### config.mk
export PLATFORM = sky130hd
export DESIGN_NAME = writeback_select
export DESIGN_NICKNAME = d
export VERILOG_FILES = /design/src/verilog/mem_pkg.sv /design/src/verilog/writeback_select.sv
export SDC_FILE = /design/constraint.sdc
export NUM_CORES = 1
export LEC_CHECK = 0
export BUFFER_PORTS_ARGS = -buffer_cell sky130_fd_sc_hd__buf_2
export CAP_MARGIN = 10
export CORE_MARGIN = 2
export CORE_UTILIZATION = 44
export DETAILED_ROUTE_END_ITERATION = 16
export PLACE_DENSITY = 0.91
export SLEW_MARGIN = 0
export SYNTH_ARGS = -nofsm -noshare
export SYNTH_HDL_FRONTEND = slang
export SYNTH_SLANG_ARGS = --single-unit
### constraint.sdc
create_clock -name i_clock -period 1.1 [get_ports i_clock]
set_input_delay 0.22 -clock i_clock [delete_from_list [all_inputs] [get_ports i_clock]]
set_output_delay 0.22 -clock i_clock [all_outputs]
set_load 0.01 [all_outputs]
### src/verilog/mem_pkg.sv
package mem_pkg;

    // ------------------------------------------------------------------
    // Widths and sizes
    // ------------------------------------------------------------------

    localparam int XLEN        = 32;             // Data path width
    localparam int BYTE_LANES  = XLEN / 8;       // Bytes per data word
    localparam int DMEM_WORDS  = 256;            // Data memory depth in words
    localparam int DMEM_ADDR_W = 10;             // Byte address bits into data memory

    // ------------------------------------------------------------------
    // Vector types
    // ------------------------------------------------------------------

    typedef logic [XLEN-1:0]          data_t;       // ALU result, store/load data
    typedef logic [XLEN-1:0]          inst_addr_t;  // Program counter
    typedef logic [DMEM_ADDR_W-1:0]   data_addr_t;  // Byte address, local memory
    typedef logic [DMEM_ADDR_W-3:0]   word_addr_t;  // Word index, drops byte offset
    typedef logic [BYTE_LANES-1:0]    byte_en_t;    // One bit per byte lane

    // ------------------------------------------------------------------
    // Encodings
    // ------------------------------------------------------------------

    // Access size, as decoded from funct3
    typedef enum logic [1:0] {
        ACC_BYTE = 2'd0,
        ACC_HALF = 2'd1,
        ACC_WORD = 2'd2
    } access_e;

    // Register write-back source
    typedef enum logic [1:0] {
        WB_ALU = 2'd0,                           // ALU result
        WB_MEM = 2'd1,                           // Formatted load data
        WB_PC4 = 2'd2                            // Link address for JAL/JALR
    } wb_sel_e;

    // Load wait FSM
    typedef enum logic {
        ST_IDLE      = 1'b0,
        ST_LOAD_WAIT = 1'b1
    } adapter_state_e;

endpackage

### src/verilog/writeback_select.sv
`timescale 1ns/1ns

module writeback_select (
    input  logic                 i_clock,
    input  logic                 i_arst_n,

    input  logic                 i_result_valid,  // Operation completes this cycle
    input  logic                 i_align_error,
    input  mem_pkg::inst_addr_t  i_pc,
    input  mem_pkg::data_t       i_data_r,        // ALU result
    input  mem_pkg::data_t       i_rd_data,       // Load data
    input  mem_pkg::wb_sel_e     i_sel,

    output logic                 o_wb_valid,
    output mem_pkg::data_t       o_wb_data,
    output logic                 o_align_error
);

    mem_pkg::inst_addr_t pc_plus4;
    mem_pkg::data_t      wb_mux;

    assign pc_plus4 = i_pc + mem_pkg::inst_addr_t'(4);  // Link address

    // ------------------------------------------------------------------
    // Source select, zero on alignment error
    // ------------------------------------------------------------------

    always_comb begin
        case (i_sel)
            mem_pkg::WB_ALU: wb_mux = i_data_r;
            mem_pkg::WB_MEM: wb_mux = i_rd_data;
            mem_pkg::WB_PC4: wb_mux = pc_plus4;
            default:         wb_mux = '0;
        endcase
        if (i_align_error) wb_mux = '0;
    end

    always_ff @(posedge i_clock or negedge i_arst_n) begin
        if (!i_arst_n) begin
            o_wb_valid    <= 1'b0;
            o_align_error <= 1'b0;
        end else begin
            o_wb_valid    <= i_result_valid;
            o_align_error <= i_result_valid & i_align_error;
        end
    end

    // Data word, no reset
    always_ff @(posedge i_clock) begin
        o_wb_data <= wb_mux;
    end

    a_sel_legal : assert property (@(posedge i_clock) disable iff (!i_arst_n)
        i_result_valid |-> (i_sel inside {mem_pkg::WB_ALU, mem_pkg::WB_MEM,
                                          mem_pkg::WB_PC4}));

endmodule

* Yosys cells after proc, flatten, opt, wreduce, memory -nomap -nowiden
Index checks and enable logic that the tools add are counted.
** Operators by class
- Add/subtract/negate cells :: 1
- Equality and inequality tests :: 2
- Mux-type cells :: 1
- Bitwise logic cells :: 1
- Reductions and logical operators :: 1
** Operators by type and width (count)
- $pmux 32 s3 :: 1
- $add 32x3->32 const B :: 1
- $eq 2x1->1 const B :: 1
- $eq 2x2->1 const B :: 1
- $logic_not 2->1 :: 1
- $and 1x1->1 :: 1
** Storage, ports and cells
- Bits in registers :: 34
- Bits of input ports :: 102
- Output and inout bits :: 34
- Word-level logic and storage cells :: 9

* Longest topological paths before layout
- Word-level depth :: 2
- Depth in mapped cells :: 7
- Mapped depth without buffers :: 6

* Worst setup path before layout
No wires, ideal clock.
- Path kind :: input port to flip-flop
- Start :: in i_pc[2]
- End :: reg o_wb_data[26]
- Setup time :: 0.135 ns
- Arrival time :: 1.500 ns
- Data required time :: 0.965 ns
- Setup slack :: -0.535 ns
- Cell stages on the path :: 6
- Buffers on the path :: 0
- Path through :: ha_1 and4_1 nand3_1 or4_1 xnor2_1 o22ai_1
** On the way
- Cells in the longest elaborated chain, start to end :: 2
** RTL lines
- start: declaration :: RTL line writeback_select.sv:9 : input mem_pkg::inst_addr_t i_pc,
- $add 32x3->32 :: RTL line writeback_select.sv:22 : assign pc_plus4 = i_pc + mem_pkg::inst_addr_t'(4);
- $pmux 32 s3 :: RTL line writeback_select.sv:29 : case (i_sel)
- end signal: assignment :: RTL line writeback_select.sv:50 : o_wb_data <= wb_mux;
- end: declaration :: RTL line writeback_select.sv:15 : output mem_pkg::data_t o_wb_data,
Every way passes these cells.
A chain may end at the register's enable or synchronous reset.

* Final worst setup path
- Start :: in i_pc[3]
- End :: reg o_wb_data[26]
Same word-level chain as after synthesis.

==> metrics.txt <==
post-synth cell types=31; total power=3.465 mW; Startpoint Class=input pin; DRT iter0 DRCs=150; failing checks=negative setup slack; synth cell count leaders=32 x dfxtp_1, 26 x mux2i_1, 21 x o22ai_1; total global-route track usage=0.2873; main combinational cell family by area after synthesis=simple AND/OR/NAND/NOR gates; Worst VDD drop=approximately 980 uV; fin util=0.8459; DR vias=2621; most common cell in the netlist=dfxtp_1; CTS root buf=clkbuf_8; core area=roughly 4300 um^2; Final min period=1.330 ns; Clock Sinks=34; Endpoint, Worst Hold=o_wb_valid; Power Dens Cells=between 900 and 1000 nW/um^2; fmax=between 700 and 800 MHz; CTS tree=built; share of cells above drive strength 1=0.5735; worst-margin pin slew=0.3385 ns; status=complete, but fails checks; final instance area=roughly 3600 um^2; clk slew on worst S/H paths=around 0.070 ns; syn nets=325; Die Y=~70 um; GRT Residual Overflow=0; die area=4958 um^2; Crit. End Element=flop; #FFs+latches synth=34; min-delay worst type=in2reg; EDFF count, synth=0; prevailing post-synth register cell=dfxtp_1; Rows=24; Synth Instances=between 200 and 250; dpl cell area=around 3000 um^2; Num CTS Buffers=5; hpwl dp=approximately 5.0 mm; RSZ-0062 raised after global routing=true; io pins=between 100 and 150; Routed wire per std cell=18.41 um; GR Util met1=0.2930; Slew HR=0.7727; Synth top area share=0.3301; # diodes=0; post-synthesis compound-gate area fraction=0.1251; PortBufs=roughly 140; hold depth=1; Final setup viols=22; Worst EP arrival=1.56 ns; CP Max Fanout=2; Die Span X=70.41 um; asr flop ratio synth=0.05882; Synth Area in Adders=0.006447; Synth Area per Inst=approximately 9 um^2; routing usage on met2=0.5367; sequential area share after synthesis=0.3559; final setup margin=-0.2299 ns; post-synthesis cell area=around 1900 um^2; top post-synthesis cells by area=dfxtp_1 33%, mux2i_1 13%, o22ai_1 6.8%, xnor2_1 6.3%, xor2_1 6.3%; initial core utilization=0.4519; number of global-route vias before repair=roughly 2500; GP Congestion=slightly above 0.8; simple-gate share of the synthesized area=0.2192; largest net degree at the start of global routing=23; area grow syn2layout=87.17%; Synth Area in XOR/XNOR=0.1264; peak-usage layer in the global routing report=met2; grt met3 use=0.07648; post-synthesis mux area share=0.1341; Max-cap violations=0; min-delay src=i_result_valid; cell taking the most area after synthesis=dfxtp_1; Min Hold Slack=around 0.034 ns; synth warn=0; H-tree depth=2; final hold violations=0; Final ANT Viol Nets=0; final slew viol count=0; CTS max path bufs=2; Leak=1.786 nW; Pre-Repair DR Iteration Count=5; routed wire length=around 8.5 mm; first-pass GRT wire length=11.16 mm; antenna violations before repair=0; period utilisation layout=1.209; DR DRC count=0; worst path required time=approximately 1.3 ns; critical path type=in2reg; Vias/cell=around 5.7; fin nets=510
## per-layer routing
layer  up-vias  part of all wire
met5         -                 0
met4         0             0.046
met3        39             0.084
met2       178              0.53
met1      1219              0.34
li1       1185                 -
## placed cells by master, fill, tap and decap left out, types with 5 or more instances in the layout
master and instances:
buf_2 116, buf_4 45, dfxtp_1 32, mux2i_1 26
o22ai_1 21, buf_6 21, nor2_1 18, xor2_1 14
nand4_1 9, xnor2_1 9, a21oi_1 9, nand2_1 8
buf_8 8, nand3_1 7, nor3_4 5, clkbuf_8 5
## critical path: stages
cell,delay [ns]
buf_8,0.08
ha_4,0.13
and4_4,0.22
nand3_4,0.07
or4_4,0.54
xnor2_2,0.15
o22ai_1,0.15
## logic make-up (layout without fill, tap and decap cells)
group / after synthesis / after routing
fa+ha+maj: 1 / 1
compound gates: 38 / 38
xor+xnor: 28 / 28
mux: 26 / 26
flops: 34 / 34
buf+inv: 17 / 203
simple gates: 78 / 78
## state kept, by name (all words and copies together), names as in the netlist
signal         flops
o_wb_data         32
o_align_error      1
o_wb_valid         1
## area by class of cell
type / count / area, um^2
clock buffer: 7 / 76.32
clock inverter: 1 / 30.03
fill: 232 / 661.9
inverter: 4 / 15.01
multi-input combinational: 171 / 1470
sequential: 34 / 690.7
tap: 52 / 65.06
timing repair buffer: 191 / 1285
## how the worst max path moves through the flow
stage / slack (ns) / depth (start not counted) / start / endpoint
floorplan: -0.43 / 6 / i_pc[2] / o_wb_data[26]
global placement: -0.58 / 8 / i_pc[2] / o_wb_data[16]
detailed placement: -0.60 / 8 / i_pc[2] / o_wb_data[16]
CTS: -0.18 / 7 / i_pc[3] / o_wb_data[26]
global route: -0.26 / 9 / i_pc[3] / o_wb_data[30]
finish: -0.23 / 7 / i_pc[3] / o_wb_data[26]
## stage by stage
step / instances / setup TNS, ns / worst slack [ns]
after floorplan: 222 / -3.168 / -0.4346
after global placement: 443 / -10.04 / -0.5781
after detailed placement: 443 / -10.59 / -0.5968
after CTS: 453 / -1.345 / -0.1755
after global routing: 460 / -3.515 / -0.2631
final: 460 / -2.520 / -0.2299
## power breakdown
group / internal, mW / switching (mW) / leakage (nW)
registers: 1.31 / 0.0193 / 0.289
clock network: 0.678 / 0.495 / 0.0524
logic: 0.508 / 0.452 / 1.44
## what timing repair did
item | 4_1_cts | 5_1_grt
gates resized for setup | 43 | 37
endpoints found under the setup margin | 23 | 24
hold buffers | 1 | 0
buffers inserted | 1 | 9
pin swaps | 18 | 29
endpoints found under the hold margin | 2 | 0
(Power assumes the default switching activity.)
