`config.mk`:
```
export PLATFORM = sky130hd
export DESIGN_NAME = mem_stage_latch
export DESIGN_NICKNAME = d
export VERILOG_FILES = /design/src/verilog/mem_pkg.sv /design/src/verilog/mem_stage_latch.sv
export SDC_FILE = /design/constraint.sdc
export NUM_CORES = 1
export LEC_CHECK = 0
export BUFFER_PORTS_ARGS = -buffer_cell sky130_fd_sc_hd__buf_4
export CAP_MARGIN = 20
export CORE_ASPECT_RATIO = 1.4
export CORE_MARGIN = 2
export CORE_UTILIZATION = 44
export DETAILED_ROUTE_END_ITERATION = 10
export HOLD_SLACK_MARGIN = 0.02
export PLACE_DENSITY_LB_ADDON = 0.05
export SYNTH_ARGS = -nofsm -noshare
export SYNTH_HDL_FRONTEND = slang
export SYNTH_SLANG_ARGS = --single-unit
```
`constraint.sdc`:
```
create_clock -name i_clock -period 1.05 [get_ports i_clock]
set_input_delay 0.21 -clock i_clock [delete_from_list [all_inputs] [get_ports i_clock]]
set_output_delay 0.21 -clock i_clock [all_outputs]
set_load 0.02 [all_outputs]
```
`src/verilog/mem_pkg.sv`:
```
package mem_pkg;

    // ------------------------------------------------------------------
    // Widths and sizes
    // ------------------------------------------------------------------

    localparam int XLEN        = 32;             // Data path width
    localparam int BYTE_LANES  = XLEN / 8;       // Bytes per data word
    localparam int DMEM_WORDS  = 256;            // Data memory depth in words
    localparam int DMEM_ADDR_W = 10;             // Byte address bits into data memory

    // ------------------------------------------------------------------
    // Vector types
    // ------------------------------------------------------------------

    typedef logic [XLEN-1:0]          data_t;       // ALU result, store/load data
    typedef logic [XLEN-1:0]          inst_addr_t;  // Program counter
    typedef logic [DMEM_ADDR_W-1:0]   data_addr_t;  // Byte address, local memory
    typedef logic [DMEM_ADDR_W-3:0]   word_addr_t;  // Word index, drops byte offset
    typedef logic [BYTE_LANES-1:0]    byte_en_t;    // One bit per byte lane

    // ------------------------------------------------------------------
    // Encodings
    // ------------------------------------------------------------------

    // Access size, as decoded from funct3
    typedef enum logic [1:0] {
        ACC_BYTE = 2'd0,
        ACC_HALF = 2'd1,
        ACC_WORD = 2'd2
    } access_e;

    // Register write-back source
    typedef enum logic [1:0] {
        WB_ALU = 2'd0,                           // ALU result
        WB_MEM = 2'd1,                           // Formatted load data
        WB_PC4 = 2'd2                            // Link address for JAL/JALR
    } wb_sel_e;

    // Load wait FSM
    typedef enum logic {
        ST_IDLE      = 1'b0,
        ST_LOAD_WAIT = 1'b1
    } adapter_state_e;

endpackage

```
`src/verilog/mem_stage_latch.sv`:
```
`timescale 1ns/1ns

module mem_stage_latch (
    input  logic                 i_clock,
    input  logic                 i_arst_n,
    input  logic                 i_stall,           // Hold contents while high

    // From execute stage
    input  logic                 i_is_valid,
    input  mem_pkg::inst_addr_t  i_pc,
    input  mem_pkg::data_t       i_data_r,          // ALU result / address
    input  mem_pkg::data_t       i_data_b,          // Store data
    input  logic                 i_mem_wr_enable,
    input  logic                 i_mem_rd_enable,
    input  mem_pkg::access_e     i_mem_access,
    input  logic                 i_mem_unsigned,
    input  mem_pkg::wb_sel_e     i_reg_wr_data_sel,

    // Latched operation
    output logic                 o_is_valid,
    output mem_pkg::inst_addr_t  o_pc,
    output mem_pkg::data_t       o_data_r,
    output mem_pkg::data_t       o_data_b,
    output logic                 o_mem_wr_enable,
    output logic                 o_mem_rd_enable,
    output mem_pkg::access_e     o_mem_access,
    output logic                 o_mem_unsigned,
    output mem_pkg::wb_sel_e     o_reg_wr_data_sel
);

    // Only the valid bit is control state
    always_ff @(posedge i_clock or negedge i_arst_n) begin
        if (!i_arst_n) begin
            o_is_valid <= 1'b0;
        end else if (!i_stall) begin
            o_is_valid <= i_is_valid;
        end
    end

    // Payload follows valid, no reset
    always_ff @(posedge i_clock) begin
        if (!i_stall) begin
            o_pc              <= i_pc;
            o_data_r          <= i_data_r;
            o_data_b          <= i_data_b;
            o_mem_wr_enable   <= i_mem_wr_enable;
            o_mem_rd_enable   <= i_mem_rd_enable;
            o_mem_access      <= i_mem_access;
            o_mem_unsigned    <= i_mem_unsigned;
            o_reg_wr_data_sel <= i_reg_wr_data_sel;
        end
    end

    // A decoded instruction is either a load or a store, never both
    a_no_rd_wr : assert property (@(posedge i_clock) disable iff (!i_arst_n)
        o_is_valid |-> !(o_mem_wr_enable && o_mem_rd_enable));

endmodule

```
== Word-level counts from Yosys, hierarchy flattened ==
Cells that the tools add are included.
Storage, ports and cells
  word-level logic and storage cells: 9
  output and inout bits: 104
  register bits after elaboration: 104
  bits of input ports: 107

== Depth between registers and ports, before layout ==
Gate-level depths: netlist (run 1).
  depth in word-level cells: 0
  mapped depth: 1
  mapped depth without buffers: 1

== Worst setup path before layout (run 1) ==
OpenSTA, ideal clock, no wires.
  path type: input to register
  from: input port i_stall
  to: register o_data_b[0], enable pin
  path slack: -1.607 ns
  arrival time: 2.202 ns
  path buffers: 0
  cell stages on the path: 1
  path through: inv_1
RTL lines
  start: declaration: line mem_stage_latch.sv:6  | input logic i_stall,
  end signal: assignment: line mem_stage_latch.sv:45  | o_data_b <= i_data_b;
  end: declaration: line mem_stage_latch.sv:23  | output mem_pkg::data_t o_data_b,
No word-level cell between the ends.

== Worst setup path after layout (run 1) ==
  from: register o_data_r[0]
  to: output port o_data_r[0]
RTL lines
  start: declaration: line mem_stage_latch.sv:22  | output mem_pkg::data_t o_data_r,
  start signal: assignment: line mem_stage_latch.sv:44  | o_data_r <= i_data_r;
No word-level cell between the ends.

==> impl_metrics.ini, run 1 <==
[worst_setup_path]
critPathMaxStageDelay_ns = 0.45
r2r_start = o_is_valid
cp_max_fo = 1
crit_arrival_ns = 0.98
setup.worst_path.start_class = flip-flop
path_class = reg -> out
path_cells = buf_6
required_ns = 0.84
path_delay_family = flip-flops
endpoint_kind = primary output
critPathBufInv = 1
cp-startpoint = o_data_r[0]
cpMaxStageDelayCell = edfxtp_1

[min_path]
hold_path_class = in -> reg
min_from = i_data_b[23]

[timing]
setup_viol = 104
period_share_pct = 113
rsz0062_at_grt = yes
fin_skew_ns = 0
hold_ws_ns = 0.0116
hold_viol = 0
worst_slack_ns = -0.137
max_clock_freq_mhz = 843
relSlewSlack_pct = 85.1
tns_ns = -8.53
drv_slew = 0
post-route-min-period_ns = 1.19
tightestPinTransition_ns = 0.223

[yosys]
syn_area_um2 = 3140
yosysWarnings = 0
synth_fp_nets = 213
synth-seq-cells = 104
avgSynthCellArea_um2 = 29.6
netlist.area_leader.share_pct = 98.6
synth_largest_area_cell = edfxtp_1
synth_cells = 106
synth_top_cells_by_area = edfxtp_1 99%, dfrtp_1 0.80%, mux2_4 0.48%, inv_1 0.12%
synthDistinctLibCells = 4
ys_seq_area_share_pct = 99.4

[route]
wl_per_cell_um = 23.6
drtIter0Drc = 168
drc = 0
viasPerCell = 4.73
vias = 2509
ant_nets = 0
routed_wirelength_um = 12500
dr.pass1.iters = 5

[power_and_ir_drop]
swShare_pct = 25.6
internal_power_w = 0.00712
ir_worst_vdd_mv = 1.13
p_per_area_nw_per_um2 = 1480
p_seq_share_pct = 53.5
power_frac_comb_pct = 20.1
p_switching_w = 0.00245
p_leak_nw = 2.70
clkPwrFrac_pct = 26.4

[status]
violations = setup timing
outcome = finished, violations left

[floorplan]
core_area_um2 = 6940
die_x_um = 75.4
die_area_um2 = 7830
die_height_um = 104
rows = 36
initial_utilization_pct = 45.2
ioPinCount = 211

[global_routing]
grt_overflow = 0
grt_max_degree = 41
antenna_found_initial = 1
grt_pass1_wl_um = 13900
grt_use_total_pct = 25.3
grt_pass1_vias = 2545

[cells_and_area]
layoutNonFillerInstCount = 530
final_layout_size_suffix_gt1_share_pct = 52.8
area_growth_pct = 106
nets = 536

[clock_network]
clock_sinks = 104
cts_buffers = 9
clkLatencyLatePin_ns = 0.36
clockBufferDepth = 2
root_buffer = clkbuf_8
clk_pin_slew_ns = 0.10
cts_tree = done
h-tree-depth = 3

[place]
portBuffers = 210
place.gp.congestion = 0.715
place_ws_ns = -0.00513
dpl.cell_count = 414

[job]
maxCapViolCount = 0
[registers in the layout (all words and copies together), names as in the netlist]
| register | count |
|---|---|
| o_mem_rd_enable | 1 |
| o_mem_access | 2 |
| o_is_valid | 1 |
| o_data_b | 32 |
| o_mem_wr_enable | 1 |
| o_data_r | 32 |
| o_pc | 32 |
| o_mem_unsigned | 1 |
| o_reg_wr_data_sel | 2 |
[final timing paths]
kind                           endpoint  slack (ns)  depth (start not counted)
setup / recovery            o_data_r[0]       -0.14                          1
hold / removal             o_data_b[23]        0.01                          1
setup reg to reg             o_is_valid        0.07                          2
hold reg to reg              o_is_valid        0.75                          2
max in group asynchronous    o_is_valid        0.81                          2
min in group asynchronous    o_is_valid        0.15                          2
[repair_timing]
action,CTS,global route
hold buffers,79,19
setup endpoints to repair,104,104
gates resized for setup,91,13
hold endpoints to repair,79,19
buffers inserted,1,0
[area by class of cell]
cell class / instances / area (um^2)
clock inverters: 5 / 57.6
well taps: 95 / 119
flip-flops and latches: 104 / 3120
clock buffers: 11 / 131
inverters: 1 / 7.51
diodes: 1 / 2.50
fillers: 191 / 470
multi-input cells: 1 / 15.0
repair buffers: 312 / 3020
[routing by layer]
layer / track usage [%] / part of all wire, % / wire length [um] / vias to the layer above
met5: 0 / 0 / 0 / -
met4: 7.02 / 3.3 / 418 / 0
met3: 8.33 / 7.3 / 911 / 28
met2: 48.1 / 57 / 7090 / 184
met1: 24.4 / 33 / 4070 / 1226
li1: - / - / - / 1071
[kinds of logic after synthesis]
logic type             share of synthesized area (%)
multiplexers                                   0.479
buffers and inverters                          0.120
flip-flops                                      99.4
[Yosys cell counts]
library cell,instances
dfrtp_1,1
edfxtp_1,103
mux2_4,1
inv_1,1
[cells in the final DEF, fill, tap and decap left out, drive strengths merged]
master / synthesis / routed
buf: 0 / 214
edfxtp: 103 / 103
dlygate4sd3: 0 / 98
clkbuf: 0 / 11
clkinvlp: 0 / 3
clkinv: 0 / 2
diode: 0 / 1
mux2: 1 / 1
bufinv: 0 / 1
dfrtp: 1 / 1
[power groups by stage]
stage / clock, W / combinational, W / sequential [W]
2_1_floorplan: 0 / 0.0000613 / 0.00554
3_3_place_gp: 0 / 0.00132 / 0.00509
3_5_place_dp: 0 / 0.00133 / 0.00510
4_1_cts: 0.00239 / 0.00175 / 0.00507
5_1_grt: 0.00269 / 0.00198 / 0.00515
6_report: 0.00253 / 0.00192 / 0.00512
[stage by stage]
stage	instance area, um^2	power, W	utilization [%]
after floorplan	3140	0.00561	-
after global placement	4900	0.00641	70.6
after detailed placement	4900	0.00644	70.6
after CTS	6220	0.00921	89.7
after global routing	6470	0.00982	93.2
final	6470	0.00957	93.2
(Power assumes the default switching activity.)
==> run 2, diff against run 1 <==
PLACE_DENSITY = 0.85   (was not set)
PLACE_DENSITY_LB_ADDON = not set   (was 0.05)
==> impl_metrics.ini, run 2 (same netlist as run 1, synthesis figures left out) <==
[status]
outcome = finished, violations left
violations = setup timing

[power_and_ir_drop]
clkPwrFrac_pct = 24.7
swShare_pct = 22.6
p_seq_share_pct = 57.0
power_frac_comb_pct = 18.3
internal_power_w = 0.00691
p_switching_w = 0.00202
ir_worst_vdd_mv = 1.40
p_leak_nw = 2.41
p_per_area_nw_per_um2 = 1550

[timing]
relSlewSlack_pct = 81.9
period_share_pct = 108
fin_skew_ns = 0
hold_viol = 0
max_clock_freq_mhz = 882
worst_slack_ns = -0.0832
setup_viol = 104
post-route-min-period_ns = 1.13
drv_slew = 0
tns_ns = -4.44
rsz0062_at_grt = yes
tightestPinTransition_ns = 0.271

[job]
maxCapViolCount = 0

[clock_network]
cts_buffers = 9
clk_pin_slew_ns = 0.08
h-tree-depth = 3
cts_tree = done
clkLatencyLatePin_ns = 0.35
root_buffer = clkbuf_8
clockBufferDepth = 2
clock_sinks = 104

[worst_setup_path]
cp_max_fo = 1
cpMaxStageDelayCell = edfxtp_1
critPathMaxStageDelay_ns = 0.42
path_delay_family = flip-flops
crit_cells = 1
r2r_start = o_is_valid
r2r_end = o_is_valid
path_cells = buf_6
endpoint = o_pc[25]
setup.worst_path.start_class = flip-flop
r2r_cells = 2
cp-startpoint = o_pc[25]
path_class = reg -> out
required_ns = 0.84
crit_arrival_ns = 0.92
rrSetupSlack_ns = 0.16
critPathBufInv = 1
endpoint_kind = primary output

[floorplan]
initial_utilization_pct = 45.2
die_x_um = 75.4
core_area_um2 = 6940
rows = 36
ioPinCount = 211
die_area_um2 = 7830
die_height_um = 104

[route]
wl_per_cell_um = 18.6
drc = 0
routed_wirelength_um = 8620
vias = 2043
ant_nets = 0
dr.pass1.iters = 4
viasPerCell = 4.42
drtIter0Drc = 123

[place]
dp_hpwl_um = 5670
place.gp.congestion = 0.794
portBuffers = 210

[cells_and_area]
top_regs = o_data_b (32), o_data_r (32), o_pc (32)
area_growth_pct = 84.1
nets = 471
final_layout_size_suffix_gt1_share_pct = 61.5
fillCellCount = 352
most-common-layout-cells = 109 x buf_4, 103 x edfxtp_1, 102 x buf_6, 34 x dlygate4sd3_1, 9 x clkbuf_8
final_common_cell = buf_4
final_util_pct = 83.2

[global_routing]
grt_max_degree = 54
grt_use_total_pct = 22.2
grt_pass1_vias = 2161
grt_pass1_wl_um = 11900
grt_overflow = 0
antenna_found_initial = 1

[min_path]
hold_path_class = in -> reg
[run 2: cell count changes in the layout (fill, tap and decap cells not counted)]
cell / change
dlygate4sd3_1: -64
clkinvlp_4: -2
buf_12: -1
buf_6: -2
clkinv_4: -1
buf_4: +2
[run 2: metal layers]
layer,part of all wire (%),vias up,wire length [um],track usage [%]
met3,6.5,22,562,5.72
li1,-,939,-,-
met4,3.8,0,328,12.0
met1,29,978,2540,20.4
met5,0,-,0,0
met2,60,104,5190,41.1
[run 2: final cells by class]
| class | instances | area (um^2) | area share (%) |
|---|---|---|---|
| Inverter | 1 | 7.51 | 0.130 |
| Multi-Input combinational cell | 1 | 15.0 | 0.260 |
| Sequential cell | 104 | 3120 | 54.0 |
| Timing Repair Buffer | 247 | 2350 | 40.7 |
| Clock buffer | 11 | 131 | 2.28 |
| Tap cell | 95 | 119 | 2.06 |
| Clock inverter | 2 | 33.8 | 0.585 |
| Antenna cell | 1 | 2.50 | 0.0433 |
[run 2: worst min path at each step]
stage / from / to / slack, ns / cells after the start
finish: i_data_b[0] / o_data_b[0] / 0.04 / 1
CTS: i_data_r[6] / o_data_r[6] / 0.02 / 1
global route: i_data_b[1] / o_data_b[1] / 0.02 / 1
global placement: i_arst_n / o_is_valid / -0.01 / 1
floorplan: i_arst_n / o_is_valid / -0.09 / 0
detailed placement: i_arst_n / o_is_valid / -0.01 / 1
[run 2: timing repair]
| item | 4_1_cts | 5_1_grt |
|---|---|---|
| gates resized for setup | 94 | 8 |
| hold buffers | 24 | 10 |
| endpoints found under the setup margin | 104 | 104 |
| endpoints found under the hold margin | 24 | 10 |
| pin swaps | 0 | 0 |
| setup buffers | 1 | 0 |
[run 2: power groups by stage]
stage	combinational, W	clock, W	sequential, W
5_1_grt	0.00170	0.00240	0.00512
3_3_place_gp	0.00131	0	0.00509
4_1_cts	0.00158	0.00225	0.00508
6_report	0.00163	0.00221	0.00509
2_1_floorplan	0.0000613	0	0.00554
3_5_place_dp	0.00133	0	0.00511
[run 2: metrics by stage]
stage,total power [W],hold WS [ns],std cells,area (um^2),setup slack (ns)
final,0.00893,0.0364,462,5770,-0.0832
after global routing,0.00922,0.0205,462,5770,-0.115
after CTS,0.00891,0.0201,451,5640,-0.0910
after detailed placement,0.00645,-0.0134,413,4880,-0.00618
after global placement,0.00640,-0.0137,413,4880,0.0107
after floorplan,0.00561,-0.0856,106,3140,-1.02
