[src/verilog/mem_pkg.sv]
package mem_pkg;

    // ------------------------------------------------------------------
    // Widths and sizes
    // ------------------------------------------------------------------

    localparam int XLEN        = 32;             // Data path width
    localparam int BYTE_LANES  = XLEN / 8;       // Bytes per data word
    localparam int DMEM_WORDS  = 256;            // Data memory depth in words
    localparam int DMEM_ADDR_W = 10;             // Byte address bits into data memory

    // ------------------------------------------------------------------
    // Vector types
    // ------------------------------------------------------------------

    typedef logic [XLEN-1:0]          data_t;       // ALU result, store/load data
    typedef logic [XLEN-1:0]          inst_addr_t;  // Program counter
    typedef logic [DMEM_ADDR_W-1:0]   data_addr_t;  // Byte address, local memory
    typedef logic [DMEM_ADDR_W-3:0]   word_addr_t;  // Word index, drops byte offset
    typedef logic [BYTE_LANES-1:0]    byte_en_t;    // One bit per byte lane

    // ------------------------------------------------------------------
    // Encodings
    // ------------------------------------------------------------------

    // Access size, as decoded from funct3
    typedef enum logic [1:0] {
        ACC_BYTE = 2'd0,
        ACC_HALF = 2'd1,
        ACC_WORD = 2'd2
    } access_e;

    // Register write-back source
    typedef enum logic [1:0] {
        WB_ALU = 2'd0,                           // ALU result
        WB_MEM = 2'd1,                           // Formatted load data
        WB_PC4 = 2'd2                            // Link address for JAL/JALR
    } wb_sel_e;

    // Load wait FSM
    typedef enum logic {
        ST_IDLE      = 1'b0,
        ST_LOAD_WAIT = 1'b1
    } adapter_state_e;

endpackage

[src/verilog/mem_access_adapter.sv]
`timescale 1ns/1ns

module mem_access_adapter (
    input  logic                  i_clock,
    input  logic                  i_arst_n,

    // Latched operation
    input  logic                  i_is_valid,
    input  mem_pkg::data_addr_t   i_addr,          // Byte address
    input  mem_pkg::data_t        i_wr_data,       // Store data, low aligned
    input  logic                  i_wr_enable,
    input  logic                  i_rd_enable,
    input  mem_pkg::access_e      i_access,
    input  logic                  i_unsigned,

    // Data memory side
    output mem_pkg::word_addr_t   o_mem_addr,
    output mem_pkg::byte_en_t     o_mem_byte_en,
    output mem_pkg::data_t        o_mem_wr_data,
    output logic                  o_mem_rd,
    input  mem_pkg::data_t        i_mem_rd_data,   // Valid one cycle after o_mem_rd

    // Toward write-back
    output mem_pkg::data_t        o_rd_data,       // Shifted and extended load data
    output logic                  o_result_valid,
    output logic                  o_align_error,
    output logic                  o_stall          // Also exported as hazard
);

    mem_pkg::adapter_state_e state;
    mem_pkg::adapter_state_e state_next;

    mem_pkg::byte_en_t       lane_en;              // Lanes touched by this size/offset
    mem_pkg::data_t          lane_data;            // Store data copied to all lanes
    logic                    misaligned;
    logic                    in_idle;
    logic                    load_go;              // Aligned load starts this cycle

    logic [1:0]              ld_offset;            // Byte offset of pending load
    mem_pkg::access_e        ld_access;
    logic                    ld_unsigned;
    mem_pkg::data_t          ld_shifted;

    // ------------------------------------------------------------------
    // Lane decode for stores and alignment check
    // ------------------------------------------------------------------

    always_comb begin
        case (i_access)
            mem_pkg::ACC_BYTE: begin
                lane_en    = 4'b0001 << i_addr[1:0];
                lane_data  = {4{i_wr_data[7:0]}};       // Byte in every lane
                misaligned = 1'b0;
            end
            mem_pkg::ACC_HALF: begin
                lane_en    = 4'b0011 << {i_addr[1], 1'b0};
                lane_data  = {2{i_wr_data[15:0]}};      // Half in both halves
                misaligned = i_addr[0];
            end
            default: begin                              // Word
                lane_en    = 4'b1111;
                lane_data  = i_wr_data;
                misaligned = |i_addr[1:0];
            end
        endcase
    end

    assign in_idle = (state == mem_pkg::ST_IDLE);
    assign load_go = in_idle && i_is_valid && i_rd_enable && !misaligned;

    assign o_mem_addr    = i_addr[mem_pkg::DMEM_ADDR_W-1:2];
    assign o_mem_wr_data = lane_data;
    assign o_mem_byte_en = (in_idle && i_is_valid && i_wr_enable && !misaligned) ?
                           lane_en : '0;            // Misaligned store writes nothing
    assign o_mem_rd      = load_go;
    assign o_stall       = load_go;                 // One stall cycle per load

    // Error only in idle; a waiting load was checked when issued
    assign o_align_error = in_idle && i_is_valid && (i_wr_enable || i_rd_enable) &&
                           misaligned;

    // A load reports in its wait cycle while the latch still holds it
    assign o_result_valid = in_idle ? (i_is_valid && !load_go) : i_is_valid;

    // ------------------------------------------------------------------
    // Load wait FSM
    // ------------------------------------------------------------------

    always_comb begin
        state_next = state;
        case (state)
            mem_pkg::ST_IDLE:      if (load_go) state_next = mem_pkg::ST_LOAD_WAIT;
            mem_pkg::ST_LOAD_WAIT: state_next = mem_pkg::ST_IDLE;
            default:               state_next = mem_pkg::ST_IDLE;
        endcase
    end

    always_ff @(posedge i_clock or negedge i_arst_n) begin
        if (!i_arst_n) state <= mem_pkg::ST_IDLE;
        else           state <= state_next;
    end

    // Format of the pending load, kept for the data return cycle
    always_ff @(posedge i_clock) begin
        if (load_go) begin
            ld_offset   <= i_addr[1:0];
            ld_access   <= i_access;
            ld_unsigned <= i_unsigned;
        end
    end

    // Move addressed lane down to bit 0, then extend
    assign ld_shifted = i_mem_rd_data >> {ld_offset, 3'b000};

    always_comb begin
        case (ld_access)
            mem_pkg::ACC_BYTE:
                o_rd_data = {{(mem_pkg::XLEN-8){~ld_unsigned & ld_shifted[7]}},
                             ld_shifted[7:0]};
            mem_pkg::ACC_HALF:
                o_rd_data = {{(mem_pkg::XLEN-16){~ld_unsigned & ld_shifted[15]}},
                             ld_shifted[15:0]};
            default:
                o_rd_data = ld_shifted;
        endcase
    end

    // Hazard is a single-cycle pulse, never back-to-back
    a_stall_pulse : assert property (@(posedge i_clock) disable iff (!i_arst_n)
        o_stall |=> !o_stall);

    a_no_en_on_error : assert property (@(posedge i_clock) disable iff (!i_arst_n)
        o_align_error |-> (o_mem_byte_en == '0));

    a_wait_has_result : assert property (@(posedge i_clock) disable iff (!i_arst_n)
        (state == mem_pkg::ST_LOAD_WAIT) |-> o_result_valid);

endmodule

[config.mk]
export PLATFORM = sky130hd
export DESIGN_NAME = mem_access_adapter
export DESIGN_NICKNAME = d
export VERILOG_FILES = /design/src/verilog/mem_pkg.sv /design/src/verilog/mem_access_adapter.sv
export SDC_FILE = /design/constraint.sdc
export NUM_CORES = 1
export LEC_CHECK = 0
export ABC_AREA = 1
export BUFFER_PORTS_ARGS = -buffer_cell sky130_fd_sc_hd__buf_2
export CAP_MARGIN = 20
export CORE_ASPECT_RATIO = 1.1
export CORE_MARGIN = 10
export CORE_UTILIZATION = 30
export DETAILED_ROUTE_END_ITERATION = 10
export PLACE_DENSITY = 0.71
export RECOVER_POWER = 25
export SYNTH_ARGS = -nofsm -noshare
export SYNTH_HDL_FRONTEND = slang
export SYNTH_SLANG_ARGS = --single-unit
[constraint.sdc]
create_clock -name i_clock -period 2.8 [get_ports i_clock]
set_clock_uncertainty 0.15 [all_clocks]
set_input_delay 0.28 -clock i_clock [delete_from_list [all_inputs] [get_ports i_clock]]
set_output_delay 0.28 -clock i_clock [all_outputs]
set_load 0.01 [all_outputs]
Word level (Yosys, flattened, before mapping). Cells that the tools add are included. W data, S select, Z words.

Eq/ne operators: 2. Shifts and indexed selects: 3. Muxes and demuxes: 8. Bitwise gates (word level): 4. Reduce and logical (&&, ||, !) cells: 14.

Operators with widths (number): $pmux W32 S2 (2); $shr A32 B5 Y32 (1); $logic_and A1 B1 Y1 (8); $pmux W4 S2 (1); $eq A2 B1 Y1 const B (2); $logic_not A2 Y1 (2); $mux W4 (1); $pmux W1 S2 (2); $shl A1 B2 Y4 const A (1); $shl A2 B2 Y4 const A (1); $and A1 B1 Y1 (2); $logic_not A1 Y1 (2); $mux W1 (2); $not A1 Y1 (2); $reduce_or A2 Y1 (1); $logic_or A1 B1 Y1 (1).

Register bits after elaboration: 6. Input bits: 82. Output and inout bits: 80. Logic and storage cells: 35.

Depth between registers and ports, before layout. Gate-level depths: netlist of the first run.

Depth after elaboration: 7. Mapped depth: 8. Depth with buffers taken out: 6.

Least setup slack after synthesis of the first run. Ideal clock, no wire load.

Kind: reg-to-output. Start: register state. End: output o_stall. Arrival time: 1.232 ns. Required time: 2.370 ns. Slack: 1.138 ns. Cell stages (with the launch flop): 5. Buffers on the path: 1. Path through: dfrtp_1 > nor2_1 > nand2_1 > nor2_1 > buf_4.

Word-level cells in the longest chain between the ends: 4.

RTL lines: from (decl) (RTL line mem_access_adapter.sv:30) `mem_pkg::adapter_state_e state;`; from (signal assigned) (RTL line mem_access_adapter.sv:99) `if (!i_arst_n) state <= mem_pkg::ST_IDLE;`; from (signal assigned) (RTL line mem_access_adapter.sv:100) `else state <= state_next;`; $not A1 Y1; $logic_and A1 B1 Y1 (3 in series) (RTL line mem_access_adapter.sv:69) `assign load_go = in_idle && i_is_valid && i_rd_enable && !misaligned;`; to (decl) (RTL line mem_access_adapter.sv:27) `output logic o_stall`.

No other way between the ends.

Final worst setup path of the first run.
Start: register ld_offset[0]. End: output o_rd_data[31].

Word-level cells in the longest chain between the ends: 3. Elaborated cells between the ends (all ways): 4. Classes of those cells: shift: 1; mux: 1; bitwise: 2.

RTL lines: from (decl) (RTL line mem_access_adapter.sv:39) `logic [1:0] ld_offset;`; from (signal assigned) (RTL line mem_access_adapter.sv:106) `ld_offset <= i_addr[1:0];`; $shr A32 B5 Y32 (*) (RTL line mem_access_adapter.sv:113) `assign ld_shifted = i_mem_rd_data >> {ld_offset, 3'b000};`; $and A1 B1 Y1, on equally long branches (RTL line mem_access_adapter.sv:121, mem_access_adapter.sv:118); $pmux W32 S2 (*) (RTL line mem_access_adapter.sv:116) `case (ld_access)`; to (decl) (RTL line mem_access_adapter.sv:24) `output mem_pkg::data_t o_rd_data,`.

Mark *: on every way between the ends. The rest lies on a longest branch, timed or not.

==> results of run 1 <==
power groups by stage:
| stage | logic, mW | registers [mW] | clock network [mW] |
|---|---|---|---|
| floorplan | 0.177 | 0.104 | 0 |
| global placement | 0.302 | 0.104 | 0 |
| detailed placement | 0.305 | 0.104 | 0 |
| CTS | 0.308 | 0.103 | 0.140 |
| global route | 0.342 | 0.103 | 0.150 |
| finish | 0.302 | 0.103 | 0.136 |
final timing paths:
| kind | to | slack (ns) | cells past startpoint |
|---|---|---|---|
| min | ld_unsigned$_DFFE_PP_ | 0.09 | 1 |
| max reg2reg | ld_offset[0]$_DFFE_PP_ | 1.21 | 3 |
| min in group asynchronous | state$_DFF_PN0_ | 0.21 | 2 |
| max | o_rd_data[31] | 0.44 | 6 |
| min reg2reg | state$_DFF_PN0_ | 0.39 | 3 |
| max in group asynchronous | state$_DFF_PN0_ | 2.20 | 2 |
layer usage:
layer | routed length, um | part of all wire [%] | vias up
met1 | 2470 | 37 | 993
met2 | 2840 | 43 | 150
li1 | - | - | 1158
met3 | 1330 | 20 | 0
met4 | 0 | 0 | 0
met5 | 0 | 0 | -
Yosys cell counts:
cell type,n,area [um2]
clkbuf_1,4,15.0
o211ai_1,9,67.6
nand3_4,1,17.5
inv_2,3,11.3
edfxtp_1,5,150
a22oi_1,1,7.51
nand3_2,1,10.0
o21ai_0,11,55.1
nor2_1,18,67.6
a21oi_1,18,90.1
buf_6,5,56.3
and2_1,1,6.26
nand3_1,39,195
buf_2,7,35.0
dfrtp_1,1,25.0
inv_1,19,71.3
nand2_1,126,473
nand2_2,2,12.5
nor2_2,2,12.5
inv_6,1,8.76
buf_4,17,128
nor2_4,1,11.3
sequential cells by signal (all words and copies together) (netlist names):
| register | flops |
|---|---|
| ld_access | 2 |
| ld_unsigned | 1 |
| state | 1 |
| ld_offset | 2 |
through the flow:
stage / setup slack [ns] / power, mW / hold WS [ns] / cells
detailed placement: 0.667 / 0.409 / -0.0932 / 465
global route: 0.260 / 0.595 / 0.0817 / 470
global placement: 0.732 / 0.407 / -0.0940 / 465
finish: 0.441 / 0.541 / 0.0902 / 470
floorplan: 1.14 / 0.281 / -0.166 / 292
CTS: 0.434 / 0.550 / 0.0870 / 470
cells by family (layout without fill, tap and decap cells):
kind of cell | after synthesis | after routing | share of synthesized area [%]
buffers and inverters | 56 | 176 | 21.3
AOI/OAI and AO/OA | 39 | 39 | 14.4
and+or+nand+nor | 191 | 191 | 52.8
DFF | 6 | 6 | 11.5
critical path: cells and delay by family, from the launching register on:
family	cells	cell delay, ns
AND/OR/NAND/NOR	4	0.85
flip-flops	1	0.41
buffers and inverters	2	0.46
final cells by class:
| class | instances | area share [%] |
|---|---|---|
| Tap cell | 58 | 3.37 |
| Multi-Input combinational cell | 230 | 47.6 |
| Clock buffer | 4 | 2.09 |
| Sequential cell | 6 | 8.13 |
| Inverter | 23 | 4.24 |
| Timing Repair Buffer | 149 | 34.5 |
==> out/qor.txt, run 1 <==
sequential cell area -> 175 um2
Wirelength per Cell -> 14.1 um
Hold Crit Start -> i_unsigned
total gr overflow -> 0
vias -> 2301
Max IR drop VDD -> 0.000159 V
syn_nets -> 374
Area growth syn-to-layout -> 41.1%
most common cell after layout, fill and taps aside -> buf_2
TritonCTS buffer count -> 3
num rows -> 27
HP Class -> in -> reg
clock sinks -> 6
Least-Margin Pin Slew -> 1.04 ns
Final Hold Fails -> 0
drt total wl -> 6650 um
Combinational Power Share -> 55.8%
ANT cells -> 0
Mapped Cells -> 292
internal power -> 324 uW
Most Crowded Layer GR -> met2
max_cap viols -> 0
Critical Path Start Type -> flip-flop
RSZ-0062 raised after global routing -> no
post-CTS resize count -> 0
syn avg cell area -> 5.23 um2
DRT antenna net count -> 0
Switching Share -> 40.1%
met1 Use GR -> 16.1%
Initial Util -> 30.7%
Post-DP HPWL -> 5550 um
IO Count -> 162
GR met3 Demand/Resource -> 9.56%
drt drc -> 0
first-pass GRT wire length -> 10600 um
Placer Congestion -> 0.900
Switch Pwr -> 217 uW
Synth Register Bits -> 6
core footprint -> 0.00497 mm2
multi-input logic area -> 0.00103 mm2
crit path capture type -> output port
die height -> 94.8 um
Clock Tree Buf Depth -> 2
Clk pwr share -> 25.1%
sequential share of power -> 19.1%
Finish-stage setup viols -> 0
Max Freq -> 424 MHz
Clock transition at path regs -> 0.04 ns
sequential area share after synthesis -> 11.5%
CP dominant cell by count -> nand3_1
Synth warnings -> 0
dpl cell area -> 0.00211 mm2
Synth cell types -> 22
Critical Path Max Stage Delay -> 0.41 ns
Max Fanout on Critical Path -> 26
I/O Buffers -> 145
die area -> 0.00834 mm2
Setup crit start -> ld_offset[0]$_DFFE_PP_
Pleak -> 1.36 nW
required time of the critical path -> 2.37 ns
vias per cell -> 4.90
Final Critical Period -> 2.36 ns
met2 usage -> 24.6%
CTS tree -> built
Total GRT Usage -> 14.8%
Filler Cell Count -> 564
CP Class -> reg -> out
Clock Latency Late Sink -> 0.22 ns
period utilization -> 84.3%
final core utilization -> 43.4%
P per Cell Area -> 251 mW/mm2
Slew headroom -> 30.8%
postcts setup bufs -> 0
DR iter-0 viols -> 91
layout cells sized above 1 -> 36.4%
run status -> completed
CTS Root Buffer Type -> clkbuf_8
antenna violations before repair -> 0
CP arrival -> 1.93 ns
die width -> 88.0 um
Synth Cell Area -> 0.00153 mm2
post-route cell area -> 0.00215 mm2
most frequent cells in the layout -> 133 x buf_2, 126 x nand2_1, 39 x nand3_1
largest net degree at the start of global routing -> 37
number of global-route vias before repair -> 2266
Setup TNS -> 0 ns
worst reg2reg path startpoint -> state$_DFF_PN0_
CP max-delay cell -> edfxtp_1
CP Cell Sequence -> buf_4, nand2_1, nand3_1, nand3_2, nand3_1, buf_2
Hold-fix buffers, CTS -> 1
H-tree depth -> 1
Max Slew Vio Count -> 0
1st-pass router iterations -> 6
fin nets -> 495
Note: power is estimated with default switching activity, not from simulation.
==> inputs of run 2 (changes only) <==
clock period = 2.2 ns   (was 2.8 ns; I/O delays follow)
==> out/qor.txt, run 2 (synthesis gave the netlist of run 1 again) <==
run status -> completed
Slew headroom -> 62.0% (+31 points)
layout cells sized above 1 -> 37.3% (+0.85 points)
top flop regs -> ld_access x2, ld_offset x2
Total GRT Usage -> 14.5% (-0.28 points)
Critical Path Start Type -> flip-flop
Initial Util -> 30.7% (unchanged)
Clock Latency Late Sink -> 0.21 ns (about the same)
TritonCTS buffer count -> 3 (unchanged)
required time of the critical path -> 1.83 ns (-0.54 ns)
HP Class -> in -> reg
CP Class -> reg -> out
DR iter-0 viols -> 62 (-32%)
Area growth syn-to-layout -> 43.6%
die area -> 0.00834 mm2 (unchanged)
IO Count -> 162 (unchanged)
drt drc -> 0 (unchanged)
first-pass GRT wire length -> 10300 um (-3.4%)
Finished Layout Cells -> 474 (+0.85%)
Placed Cells -> 466 (+0.22%)
P per Cell Area -> 315 mW/mm2 (+25%)
H-tree depth -> 1 (unchanged)
Setup TNS -> 0 ns (unchanged)
largest net degree at the start of global routing -> 34 (-8.1%)
Finish-stage setup viols -> 0 (unchanged)
CTS Root Buffer Type -> clkbuf_8
die height -> 94.8 um (unchanged)
ANT cells -> 0 (unchanged)
DRT antenna net count -> 0 (unchanged)
number of global-route vias before repair -> 2264 (-0.088%)
Final Hold Fails -> 0 (unchanged)
total gr overflow -> 0 (unchanged)
Clock Tree Buf Depth -> 2 (unchanged)
Max Fanout on Critical Path -> 24 (-7.7%)
most common cell after layout, fill and taps aside -> buf_2
crit path capture type -> output port
Final Critical Period -> 2.04 ns
Max Slew Vio Count -> 0 (unchanged)
drt total wl -> 6700 um (+0.75%)
fin nets -> 499 (+0.81%)
Least-Margin Pin Slew -> 0.567 ns (-0.471 ns)
max_cap viols -> 0 (unchanged)
CTS tree -> built
antenna violations before repair -> 0 (unchanged)
Clock transition at path regs -> 0.04 ns (about the same)
vias per cell -> 4.86 (-0.67%)
I/O Buffers -> 145 (unchanged)
clock sinks -> 6 (unchanged)
Placer Congestion -> 0.886 (-1.5%)
vias -> 2305 (+0.17%)
Max IR drop VDD -> 0.000190 V (+20%)
die width -> 88.0 um (unchanged)
Pleak -> 1.38 nW (+1.7%)
num rows -> 27 (unchanged)
Wirelength per Cell -> 14.1 um (about the same)
period utilization -> 92.9%
Post-DP HPWL -> 5600 um (+0.89%)
Max Freq -> 489 MHz
most frequent cells in the layout -> 134 x buf_2, 126 x nand2_1, 39 x nand3_1
core footprint -> 0.00497 mm2 (unchanged)
CP arrival -> 1.67 ns (-0.26 ns)
RSZ-0062 raised after global routing -> no
final core utilization -> 44.1% (+0.78 points)
1st-pass router iterations -> 4 (-2)
run 2: cell count changes in the layout (fill, tap and decap cells not counted), sizes merged:
cell	before	now
clkbuf	16	15
buf	136	141
run 2: stage by stage:
stage | total power, mW | setup WS [ns] | instance area (um2) | hold slack [ns]
2_1_floorplan | 0.357 | 0.598 | 1530 | -0.226
3_3_place_gp | 0.520 | 0.282 | 2120 | -0.153
3_5_place_dp | 0.523 | 0.206 | 2120 | -0.154
4_1_cts | 0.701 | 0.118 | 2180 | 0.0319
5_1_grt | 0.754 | 0.0510 | 2190 | 0.0320
6_report | 0.690 | 0.156 | 2190 | 0.0360
run 2: where the power goes:
group	leakage [nW]	internal (mW)	switching [mW]
sequential	0.0593	0.129	0.00294
clock	0.0228	0.124	0.0448
combinational	1.30	0.162	0.227
total	1.38	0.415	0.275
run 2: critical path, stage by stage (launching register included):
cell	delay [ns]
edfxtp_1	0.41
inv_2	0.11
nand2_2	0.13
nor2_1	0.22
nand3_4	0.27
nand3_1	0.18
buf_2	0.14
run 2: final cells by class:
cell class | instances | area (um2)
fillers | 551 | 2770
multi-input cells | 230 | 1030
repair buffers | 153 | 774
flip-flops and latches | 6 | 175
inverters | 23 | 91.3
well taps | 58 | 72.6
clock buffers | 4 | 45.0
run 2: what timing repair did:
| action | CTS | global route |
|---|---|---|
| endpoints found under the setup margin | 9 | 4 |
| buffers inserted | 0 | 3 |
| endpoints found under the hold margin | 1 | 0 |
| gates cloned | 0 | 0 |
| gates resized for setup | 1 | 0 |
| hold buffers | 1 | 0 |
run 2: final timing paths:
| check | from | endpoint | slack [ns] | cells after the start |
|---|---|---|---|---|
| worst min register to register | state$_DFF_PN0_ | state$_DFF_PN0_ | 0.39 | 3 |
| max in group asynchronous | i_arst_n | state$_DFF_PN0_ | 1.66 | 2 |
| worst min-delay path | i_unsigned | ld_unsigned$_DFFE_PP_ | 0.04 | 1 |
| worst max-delay path | ld_access[1]$_DFFE_PP_ | o_rd_data[31] | 0.16 | 6 |
| min in group asynchronous | i_arst_n | state$_DFF_PN0_ | 0.16 | 2 |
| worst max register to register | state$_DFF_PN0_ | ld_unsigned$_DFFE_PP_ | 0.58 | 3 |
run 2: per-layer routing:
| layer | GRT usage (%) | wire length [um] | vias to the layer above |
|---|---|---|---|
| met5 | 0 | 0 | - |
| met1 | 15.2 | 2450 | 988 |
| li1 | - | - | 1168 |
| met2 | 24.8 | 2910 | 147 |
| met3 | 9.39 | 1310 | 2 |
| met4 | 1.57 | 25 | 0 |
